## config.mk

```make
export PLATFORM = sky130hd
export DESIGN_NAME = camera_capture_top
export DESIGN_NICKNAME = d
export VERILOG_FILES = /design/src/rtl/cam_pkg.sv /design/src/rtl/camera_capture_top.sv /design/src/rtl/chroma_key.sv /design/src/rtl/chunk_stacker.sv /design/src/rtl/key_config_apb.sv /design/src/rtl/pixel_reconstruct.sv
export SDC_FILE = /design/constraint.sdc
export NUM_CORES = 1
export LEC_CHECK = 0
export BUFFER_PORTS_ARGS = -buffer_cell sky130_fd_sc_hd__buf_2
export CORE_UTILIZATION = 45
export CTS_BUF_LIST = sky130_fd_sc_hd__clkbuf_8
export CTS_CLUSTER_SIZE = 25
export DETAILED_ROUTE_END_ITERATION = 10
export PLACE_DENSITY = 0.63
export SYNTH_ARGS = -nofsm -noshare
export SYNTH_HDL_FRONTEND = slang
export SYNTH_SLANG_ARGS = --single-unit
```

## constraint.sdc

```tcl
create_clock -name clk_camera -period 10.84 [get_ports clk_camera]
set_input_delay 1.084 -clock clk_camera [delete_from_list [all_inputs] [get_ports clk_camera]]
set_output_delay 1.084 -clock clk_camera [all_outputs]
set_load 0.005 [all_outputs]
```

## src/rtl/cam_pkg.sv

```systemverilog
package cam_pkg;

  // ============================================================
  // data types on the capture path
  // ============================================================

  // one camera bus byte
  typedef logic [7:0] byte_t;

  // rgb565, red in [15:11], green in [10:5], blue in [4:0]
  typedef logic [15:0] pixel_t;

  // one colour channel widened to 8 bits
  typedef logic [7:0] chan_t;

  localparam int pixels_per_chunk = 8;

  // element 0 is the first pixel and lands in bits [15:0]
  typedef pixel_t [pixels_per_chunk-1:0] chunk_t;

  // ============================================================
  // configuration encodings
  // ============================================================

  // code 2'b11 has no name; the keyer falls back to green for it
  typedef enum logic [1:0] {
    chan_green = 2'd0,
    chan_red   = 2'd1,
    chan_blue  = 2'd2
  } channel_sel_e;

  // apb word addresses
  typedef enum logic [7:0] {
    reg_ctrl      = 8'h00,
    reg_lower     = 8'h04,
    reg_upper     = 8'h08,
    reg_key_color = 8'h0c,
    reg_status    = 8'h10
  } reg_addr_e;

  // power-up key setup, a green screen window
  localparam logic         reset_enable    = 1'b1;
  localparam channel_sel_e reset_channel   = chan_green;
  localparam chan_t        reset_lower     = 8'h00;
  localparam chan_t        reset_upper     = 8'h40;
  localparam pixel_t       reset_key_color = 16'h2277;

endpackage

```

## src/rtl/camera_capture_top.sv

```systemverilog
module camera_capture_top #(
  parameter int frame_width  = 1280,
  parameter int frame_height = 720
) (
  input  logic             clk_camera,
  input  logic             recent_reset,
  // parallel camera bus
  input  logic             cam_pclk_i,
  input  logic             cam_hsync_i,
  input  logic             cam_vsync_i,
  input  cam_pkg::byte_t   cam_data_i,
  // apb slave
  input  logic             psel_i,
  input  logic             penable_i,
  input  logic             pwrite_i,
  input  logic [7:0]       paddr_i,
  input  logic [31:0]      pwdata_i,
  output logic [31:0]      prdata_o,
  output logic             pready_o,
  output logic             pslverr_o,
  // chunk stream to the memory writer
  output logic             chunk_valid_o,
  output cam_pkg::chunk_t  chunk_o,
  output logic             chunk_last_o,
  input  logic             chunk_ready_i
);
  import cam_pkg::*;

  // ============================================================
  // internal wires
  // ============================================================

  logic         raw_valid;
  pixel_t       raw_pixel;
  logic         raw_last;
  logic         key_valid;
  pixel_t       key_pixel;
  logic         key_last;
  logic         key_enable;
  channel_sel_e key_channel;
  chan_t        key_lower;
  chan_t        key_upper;
  pixel_t       key_color;
  logic         overflow;
  logic         frame_done;

  // camera bytes to rgb565 pixels
  pixel_reconstruct #(
    .frame_width  (frame_width),
    .frame_height (frame_height)
  ) i_pixel_reconstruct (
    .clk_camera    (clk_camera),
    .recent_reset  (recent_reset),
    .cam_pclk_i    (cam_pclk_i),
    .cam_hsync_i   (cam_hsync_i),
    .cam_vsync_i   (cam_vsync_i),
    .cam_data_i    (cam_data_i),
    .pixel_valid_o (raw_valid),
    .pixel_o       (raw_pixel),
    .pixel_last_o  (raw_last)
  );

  chroma_key i_chroma_key (
    .clk_camera    (clk_camera),
    .recent_reset  (recent_reset),
    .pixel_valid_i (raw_valid),
    .pixel_i       (raw_pixel),
    .pixel_last_i  (raw_last),
    .key_enable_i  (key_enable),
    .channel_i     (key_channel),
    .lower_i       (key_lower),
    .upper_i       (key_upper),
    .key_color_i   (key_color),
    .pixel_valid_o (key_valid),
    .pixel_o       (key_pixel),
    .pixel_last_o  (key_last)
  );

  // eight pixels per 128-bit chunk
  chunk_stacker i_chunk_stacker (
    .clk_camera    (clk_camera),
    .recent_reset  (recent_reset),
    .pixel_valid_i (key_valid),
    .pixel_i       (key_pixel),
    .pixel_last_i  (key_last),
    .chunk_valid_o (chunk_valid_o),
    .chunk_o       (chunk_o),
    .chunk_last_o  (chunk_last_o),
    .chunk_ready_i (chunk_ready_i),
    .overflow_o    (overflow),
    .frame_done_o  (frame_done)
  );

  key_config_apb i_key_config_apb (
    .clk_camera   (clk_camera),
    .recent_reset (recent_reset),
    .psel_i       (psel_i),
    .penable_i    (penable_i),
    .pwrite_i     (pwrite_i),
    .paddr_i      (paddr_i),
    .pwdata_i     (pwdata_i),
    .prdata_o     (prdata_o),
    .pready_o     (pready_o),
    .pslverr_o    (pslverr_o),
    .overflow_i   (overflow),
    .frame_done_i (frame_done),
    .key_enable_o (key_enable),
    .channel_o    (key_channel),
    .lower_o      (key_lower),
    .upper_o      (key_upper),
    .key_color_o  (key_color)
  );

endmodule

```

## src/rtl/chroma_key.sv

```systemverilog
module chroma_key (
  input  logic                   clk_camera,
  input  logic                   recent_reset,
  input  logic                   pixel_valid_i,
  input  cam_pkg::pixel_t        pixel_i,
  input  logic                   pixel_last_i,
  input  logic                   key_enable_i,
  input  cam_pkg::channel_sel_e  channel_i,
  input  cam_pkg::chan_t         lower_i,
  input  cam_pkg::chan_t         upper_i,
  input  cam_pkg::pixel_t        key_color_i,
  output logic                   pixel_valid_o,
  output cam_pkg::pixel_t        pixel_o,
  output logic                   pixel_last_o
);
  import cam_pkg::*;

  chan_t chan_value;
  logic  in_window;
  logic  keyed;

  // ============================================================
  // channel extraction, zero padded to 8 bits
  // ============================================================

  always_comb begin
    case (channel_i)
      chan_red:  chan_value = {pixel_i[15:11], 3'b000};
      chan_blue: chan_value = {pixel_i[4:0], 3'b000};
      // green, and the unnamed code as well
      default:   chan_value = {pixel_i[10:5], 2'b00};
    endcase
  end

  // inclusive on both bounds
  assign in_window = (chan_value >= lower_i) && (chan_value <= upper_i);
  assign keyed     = key_enable_i & in_window;

  // ============================================================
  // output register
  // ============================================================

  always_ff @(posedge clk_camera) begin
    if (recent_reset) begin
      pixel_valid_o <= 1'b0;
      pixel_last_o  <= 1'b0;
    end else begin
      pixel_valid_o <= pixel_valid_i;
      pixel_last_o  <= pixel_valid_i & pixel_last_i;
    end
  end

  always_ff @(posedge clk_camera) begin
    if (pixel_valid_i) begin
      // swap in the key colour when the channel falls in the window
      pixel_o <= keyed ? key_color_i : pixel_i;
    end
  end

endmodule

```

## src/rtl/chunk_stacker.sv

```systemverilog
module chunk_stacker (
  input  logic             clk_camera,
  input  logic             recent_reset,
  input  logic             pixel_valid_i,
  input  cam_pkg::pixel_t  pixel_i,
  input  logic             pixel_last_i,
  output logic             chunk_valid_o,
  output cam_pkg::chunk_t  chunk_o,
  output logic             chunk_last_o,
  input  logic             chunk_ready_i,
  output logic             overflow_o,
  output logic             frame_done_o
);
  import cam_pkg::*;

  localparam int slot_w = $clog2(pixels_per_chunk);

  logic [slot_w-1:0] slot_q;
  chunk_t            asm_buf;
  logic              asm_last_q;
  logic              asm_full_q;
  logic              out_held;

  // output still owned by the downstream writer this cycle
  assign out_held = chunk_valid_o & ~chunk_ready_i;

  // ============================================================
  // assembly of eight pixels
  // ============================================================

  always_ff @(posedge clk_camera) begin
    if (recent_reset) begin
      slot_q     <= '0;
      asm_last_q <= 1'b0;
      asm_full_q <= 1'b0;
    end else begin
      // full is a one cycle flag, the hand-off happens right after it
      asm_full_q <= 1'b0;
      if (pixel_valid_i) begin
        slot_q <= slot_q + 1'b1;
        if (slot_q == '0) begin
          asm_last_q <= pixel_last_i;
        end else begin
          asm_last_q <= asm_last_q | pixel_last_i;
        end
        if (slot_q == slot_w'(pixels_per_chunk - 1)) begin
          asm_full_q <= 1'b1;
        end
      end
    end
  end

  // payload write, slot 0 is the low word
  always_ff @(posedge clk_camera) begin
    if (pixel_valid_i) begin
      asm_buf[slot_q] <= pixel_i;
    end
  end

  // ============================================================
  // output register and valid/ready handshake
  // ============================================================

  always_ff @(posedge clk_camera) begin
    if (recent_reset) begin
      chunk_valid_o <= 1'b0;
      chunk_last_o  <= 1'b0;
      overflow_o    <= 1'b0;
      frame_done_o  <= 1'b0;
    end else begin
      // a completed chunk with nowhere to go is lost, last flag included
      overflow_o   <= asm_full_q & out_held;
      // count frames only on a chunk the writer actually took
      frame_done_o <= chunk_valid_o & chunk_ready_i & chunk_last_o;
      if (asm_full_q && !out_held) begin
        chunk_valid_o <= 1'b1;
        chunk_last_o  <= asm_last_q;
      end else if (chunk_ready_i) begin
        chunk_valid_o <= 1'b0;
        chunk_last_o  <= 1'b0;
      end
    end
  end

  // the assembly buffer is read before the next chunk's first write lands
  always_ff @(posedge clk_camera) begin
    if (asm_full_q && !out_held) begin
      chunk_o <= asm_buf;
    end
  end

endmodule

```

## src/rtl/key_config_apb.sv

```systemverilog
module key_config_apb (
  input  logic                   clk_camera,
  input  logic                   recent_reset,
  input  logic                   psel_i,
  input  logic                   penable_i,
  input  logic                   pwrite_i,
  input  logic [7:0]             paddr_i,
  input  logic [31:0]            pwdata_i,
  output logic [31:0]            prdata_o,
  output logic                   pready_o,
  output logic                   pslverr_o,
  input  logic                   overflow_i,
  input  logic                   frame_done_i,
  output logic                   key_enable_o,
  output cam_pkg::channel_sel_e  channel_o,
  output cam_pkg::chan_t         lower_o,
  output cam_pkg::chan_t         upper_o,
  output cam_pkg::pixel_t        key_color_o
);
  import cam_pkg::*;

  reg_addr_e   addr;
  logic        access;
  logic        addr_hit;
  logic        wr_en;
  logic [31:0] rdata;
  logic        overflow_q;
  logic [15:0] frame_count_q;

  // no wait states, every access phase completes
  assign pready_o = 1'b1;
  assign access   = psel_i & penable_i;
  assign wr_en    = access & pwrite_i & addr_hit;
  assign addr     = reg_addr_e'(paddr_i);

  // ============================================================
  // address decode and read mux
  // ============================================================

  always_comb begin
    addr_hit = 1'b1;
    rdata    = '0;
    case (addr)
      reg_ctrl:      rdata = {29'd0, channel_o, key_enable_o};
      reg_lower:     rdata = {24'd0, lower_o};
      reg_upper:     rdata = {24'd0, upper_o};
      reg_key_color: rdata = {16'd0, key_color_o};
      reg_status:    rdata = {frame_count_q, 15'd0, overflow_q};
      default:       addr_hit = 1'b0;
    endcase
  end

  assign prdata_o  = access ? rdata : '0;
  assign pslverr_o = access & ~addr_hit;

  // ============================================================
  // key registers
  // ============================================================

  always_ff @(posedge clk_camera) begin
    if (recent_reset) begin
      key_enable_o <= reset_enable;
      channel_o    <= reset_channel;
      lower_o      <= reset_lower;
      upper_o      <= reset_upper;
      key_color_o  <= reset_key_color;
    end else if (wr_en) begin
      case (addr)
        reg_ctrl: begin
          key_enable_o <= pwdata_i[0];
          channel_o    <= channel_sel_e'(pwdata_i[2:1]);
        end
        reg_lower:     lower_o     <= pwdata_i[7:0];
        reg_upper:     upper_o     <= pwdata_i[7:0];
        reg_key_color: key_color_o <= pwdata_i[15:0];
        default: ;
      endcase
    end
  end

  // status: sticky overflow with write-1-to-clear, plus frame count
  always_ff @(posedge clk_camera) begin
    if (recent_reset) begin
      overflow_q    <= 1'b0;
      frame_count_q <= '0;
    end else begin
      // a new drop in the same cycle as the clear keeps the flag set
      if (overflow_i) begin
        overflow_q <= 1'b1;
      end else if (wr_en && addr == reg_status && pwdata_i[0]) begin
        overflow_q <= 1'b0;
      end
      if (frame_done_i) begin
        frame_count_q <= frame_count_q + 1'b1;
      end
    end
  end

endmodule

```

## src/rtl/pixel_reconstruct.sv

```systemverilog
module pixel_reconstruct #(
  parameter int frame_width  = 1280,
  parameter int frame_height = 720
) (
  input  logic             clk_camera,
  input  logic             recent_reset,
  input  logic             cam_pclk_i,
  input  logic             cam_hsync_i,
  input  logic             cam_vsync_i,
  input  cam_pkg::byte_t   cam_data_i,
  output logic             pixel_valid_o,
  output cam_pkg::pixel_t  pixel_o,
  output logic             pixel_last_o
);
  import cam_pkg::*;

  // counters get one spare count so they can step past the last line
  localparam int hcount_w = $clog2(frame_width + 1);
  localparam int vcount_w = $clog2(frame_height + 1);

  // ============================================================
  // input synchronizers and edge detection
  // ============================================================

  logic  pclk_meta, pclk_sync, pclk_prev;
  logic  hsync_meta, hsync_sync, hsync_prev;
  logic  vsync_meta, vsync_sync, vsync_prev;
  byte_t data_meta, data_sync;

  logic pclk_rise;
  logic hsync_fall;
  logic vsync_rise;

  always_ff @(posedge clk_camera) begin
    if (recent_reset) begin
      pclk_meta  <= 1'b0;
      pclk_sync  <= 1'b0;
      pclk_prev  <= 1'b0;
      hsync_meta <= 1'b0;
      hsync_sync <= 1'b0;
      hsync_prev <= 1'b0;
      vsync_meta <= 1'b0;
      vsync_sync <= 1'b0;
      vsync_prev <= 1'b0;
    end else begin
      pclk_meta  <= cam_pclk_i;
      pclk_sync  <= pclk_meta;
      pclk_prev  <= pclk_sync;
      hsync_meta <= cam_hsync_i;
      hsync_sync <= hsync_meta;
      hsync_prev <= hsync_sync;
      vsync_meta <= cam_vsync_i;
      vsync_sync <= vsync_meta;
      vsync_prev <= vsync_sync;
    end
  end

  // data bus follows the same two-flop path
  always_ff @(posedge clk_camera) begin
    data_meta <= cam_data_i;
    data_sync <= data_meta;
  end

  assign pclk_rise  = pclk_sync & ~pclk_prev;
  assign hsync_fall = ~hsync_sync & hsync_prev;
  assign vsync_rise = vsync_sync & ~vsync_prev;

  // ============================================================
  // event register stage
  // ============================================================

  logic  byte_strobe_q;
  logic  line_active_q;
  logic  line_end_q;
  logic  frame_start_q;
  byte_t byte_q;

  always_ff @(posedge clk_camera) begin
    if (recent_reset) begin
      byte_strobe_q <= 1'b0;
      line_active_q <= 1'b0;
      line_end_q    <= 1'b0;
      frame_start_q <= 1'b0;
    end else begin
      // bytes only count while hsync marks an active line
      byte_strobe_q <= pclk_rise & hsync_sync;
      line_active_q <= hsync_sync;
      line_end_q    <= hsync_fall;
      frame_start_q <= vsync_rise;
    end
  end

  always_ff @(posedge clk_camera) begin
    byte_q <= data_sync;
  end

  // ============================================================
  // byte pairing and frame position
  // ============================================================

  logic                phase_q;
  byte_t               high_byte_q;
  logic [hcount_w-1:0] hcount_q;
  logic [vcount_w-1:0] vcount_q;
  logic                at_last;

  assign at_last = (hcount_q == hcount_w'(frame_width - 1)) &&
                   (vcount_q == vcount_w'(frame_height - 1));

  always_ff @(posedge clk_camera) begin
    if (recent_reset) begin
      phase_q       <= 1'b0;
      hcount_q      <= '0;
      vcount_q      <= '0;
      pixel_valid_o <= 1'b0;
      pixel_last_o  <= 1'b0;
    end else begin
      pixel_valid_o <= 1'b0;
      pixel_last_o  <= 1'b0;
      if (!line_active_q) begin
        // pairing always restarts at the high byte of a line
        phase_q <= 1'b0;
      end else if (byte_strobe_q) begin
        phase_q <= ~phase_q;
        if (phase_q) begin
          pixel_valid_o <= 1'b1;
          pixel_last_o  <= at_last;
        end
      end
      if (frame_start_q) begin
        hcount_q <= '0;
        vcount_q <= '0;
      end else if (line_end_q) begin
        hcount_q <= '0;
        vcount_q <= vcount_q + 1'b1;
      end else if (byte_strobe_q && phase_q) begin
        hcount_q <= hcount_q + 1'b1;
      end
    end
  end

  // payload side of the pairing
  always_ff @(posedge clk_camera) begin
    if (byte_strobe_q && !phase_q) begin
      high_byte_q <= byte_q;
    end
    if (byte_strobe_q && phase_q) begin
      pixel_o <= {high_byte_q, byte_q};
    end
  end

endmodule

```

==> summary.md <==
| Metric | Value |
|---|---|
| Final setup fails | 0 |
| Area of the multi-input gates | 2730 um^2 |
| Predominant post-synthesis flop cell | edfxtp_1 |
| DIE HEIGHT | around 180 um |
| CTS Sinks | between 400 and 500 |
| Yosys top cell area share | approximately 62% |
| Gate power share | less than 1% |
| Leakage | between 6 and 7 nW |
| Async S/R FF share, synth | 0% |
| Final worst path period need | 3.89 ns |
| ANT nets after route | 0 |
| Initial DRC Count | roughly 460 |
| 1st-pass router iterations | 6 |
| Slew headroom | ~29% |
| Element type at the critical path end | output port |
| Switch share | between 20% and 30% |
| WHS | 0.325 ns |
| EDFF count, synth | 296 |
| Status | complete, no violations |
| Psw | between 0.0006 and 0.0007 W |
| CTS resizes | 0 |
| Seq cells post-synth | ~420 |
| Die W | between 150 and 200 um |
| Max Cap Viol | 0 |
| Final Hold Viols | 0 |
| IO Pins | 221 |
| Clock latency on the worst-skew pair | slightly below 0.6 ns |
| Post-Syn Instances | 877 |
| First-pass GRT wire length | approximately 43000 um |
| Initial antenna violation count | 0 |
| Sequential area share after synthesis | between 70% and 80% |
| Largest area contributor in the netlist | edfxtp_1 |
| Row count | 64 |
| Layout cell share with drive strength beyond 1 | 27.6% |
| WL final | between 20000 and 30000 um |
| Worst Tran Pin Value | about 1.1 ns |
| Post-placement cell count | 1461 |
| Internal | around 0.0024 W |
| Syn nets | between 900 and 1k |
| Vias per cell | 4.89 |
| Clock power frac | approximately 43% |
| Final Skew | about 0.028 ns |
| Filler cell count | approximately 2.5k |
| Sequential cell area | around 11000 um^2 |
| Final Instance Count excl. Fillers | roughly 1.6k |
| Synth cell types | between 40 and 50 |
| Die area | 32400 um^2 |
| Hold buffers post-CTS | 0 |
| Max-slew violations | 0 |
| Crit start category | input port |
| Peak supply drop | roughly 0.088 mV |
| Root buf cell | clkbuf_8 |
| Mean post-synth cell area | around 16 um^2 |
| Fmax | 257 MHz |
| GPL Wtd Cong | between 0.8 and 0.9 |
| Number of CTS-inserted buffers | just under 70 |
| CTS H-tree lvls | 3 |
| Worst Path Required | between 9 and 10 ns |
| Mapped cell area | between 10000 and 15000 um^2 |
| N_diodes | 0 |
| Total gr overflow | 0 |
| Area contributors post-synth | edfxtp_1, dfxtp_1, nor2_1, ha_1, mux2i_1 |
| Commonest non-fill, non-tap cell in the layout | edfxtp_1 |
| Clock buffer depth | 3 |
| CP Class | in2out |
| Reg power frac | between 50% and 60% |
| Vias in the first global route | between 7k and 8k |
| Routed wire per std cell | between 15 and 20 um |
| Period Utilization, post-route | around 36% |
| Commonest cells after routing, fill and taps aside | edfxtp_1, buf_2, dfxtp_1 |
| Routed via count | 7744 |
| Crit-path max FO | 17 |
| Clk slew on worst S/H paths | 0.06 ns |
| Final HPWL DP | roughly 18000 um |
| P&R area growth vs syn | 19.8% |
| Setup TNS | 0 ns |
| Worst min path class | reg2reg |
| Largest net degree at the start of global routing | 81 |
| Drc violations | 0 |
| CTS tree | done |
| Initial core utilization | a little under half |
| IO Port Bufs | 203 |
| Post-layout net count | ~1.2k |
| P per Cell Area | around 180 nW/um^2 |
| GRT Total Usage | ~17% |
| CORE AREA | between 30000 and 40000 um^2 |
| Yosys warns | 0 |
| Critical Path AT | 2.80 ns |
| Unrepaired setup endpoints after global routing | false |
| Post-CTS setup buffers | 0 |
state kept, by name (all words and copies together), names as in the netlist, 10 cells and up:
register / cells
i_chroma_key.pixel_o: 16
i_chunk_stacker.asm_buf: 128
i_chunk_stacker.chunk_o: 128
i_key_config_apb.frame_count_q: 16
i_key_config_apb.key_color_o: 16
i_pixel_reconstruct.hcount_q: 11
i_pixel_reconstruct.pixel_o: 16
i_pixel_reconstruct.vcount_q: 10
synth_stat cells (all sizes together), types with 3 or more instances:
cell,count
edfxtp,296
dfxtp,123
nor2,70
nand2,50
nand3,27
a21oi,26
and2,26
nor2b,24
inv,21
ha,20
o21ai,20
mux2i,19
clkbuf,18
xor2,18
mux2,16
nand4,12
or3,11
xnor2,11
a211o,10
a22oi,10
and3,7
buf,7
nor3,6
and4,4
a211oi,3
nand2b,3
final cells by class:
cell class | instances | area share (%)
tap | 396 | 2.90
multi-input combinational | 412 | 16.0
sequential | 419 | 66.5
clock buffer | 73 | 5.88
clock inverter | 50 | 1.92
timing repair buffer | 213 | 6.39
inverter | 21 | 0.462
metal layers:
layer  share of wire [%]  wire length [um]  track usage (%)  vias to the layer above
li1                    -                 -                -                     3740
met4                 1.7               455             6.10                        0
met2                  46             12700             27.3                      261
met5                   0                 0                0                        -
met1                  46             12500             23.3                     3699
met3                 6.0              1630             3.85                       44
power by group through the flow:
stage	Combinational [W]	Clock, W	Sequential (W)
after floorplan	0.0000138	0	0.00173
after global placement	0.0000262	0	0.00174
after detailed placement	0.0000263	0	0.00174
after CTS	0.0000264	0.00134	0.00170
after global routing	0.0000294	0.00142	0.00170
final	0.0000262	0.00131	0.00170
worst paths after layout:
check,startpoint,to,slack (ns),cells after the start
worst min-delay path,i_pixel_reconstruct.data_sync[1],i_pixel_reconstruct.byte_q[1],0.33,0
worst max register to register,i_key_config_apb.channel_o[0],i_chroma_key.pixel_o[0],7.30,8
worst min register to register,i_pixel_reconstruct.data_sync[1],i_pixel_reconstruct.byte_q[1],0.33,0
worst max-delay path,paddr_i[2],prdata_o[13],6.95,5
critical path, cell delays in order:
cell and delay, ns:
buf_2 0.30, nand4b_1 0.26, nor2_1 0.82, and2_1 0.23
buf_2 0.11
logic make-up after synthesis:
family | after synthesis | synth area share, %
other | 1 | 0.0263
adders and majority gates | 20 | 1.76
muxes | 37 | 3.18
AOI/OAI and AO/OA | 74 | 3.21
buffers and inverters | 46 | 1.48
and+or+nand+nor | 251 | 8.95
xor gates and xnor gates | 29 | 1.78
DFF | 419 | 79.6
stage by stage:
step                util [%]  setup slack [ns]  total power, W  cell area [um^2]
floorplan                  -              6.07         0.00175             14300
global placement        50.9              6.92         0.00176             15700
detailed placement      50.9              6.88         0.00176             15700
CTS                     55.3              6.87         0.00307             17100
global route            55.3              6.77         0.00315             17100
finish                  55.3              6.95         0.00303             17100
No activity file was read; power rests on OpenSTA's default activity.
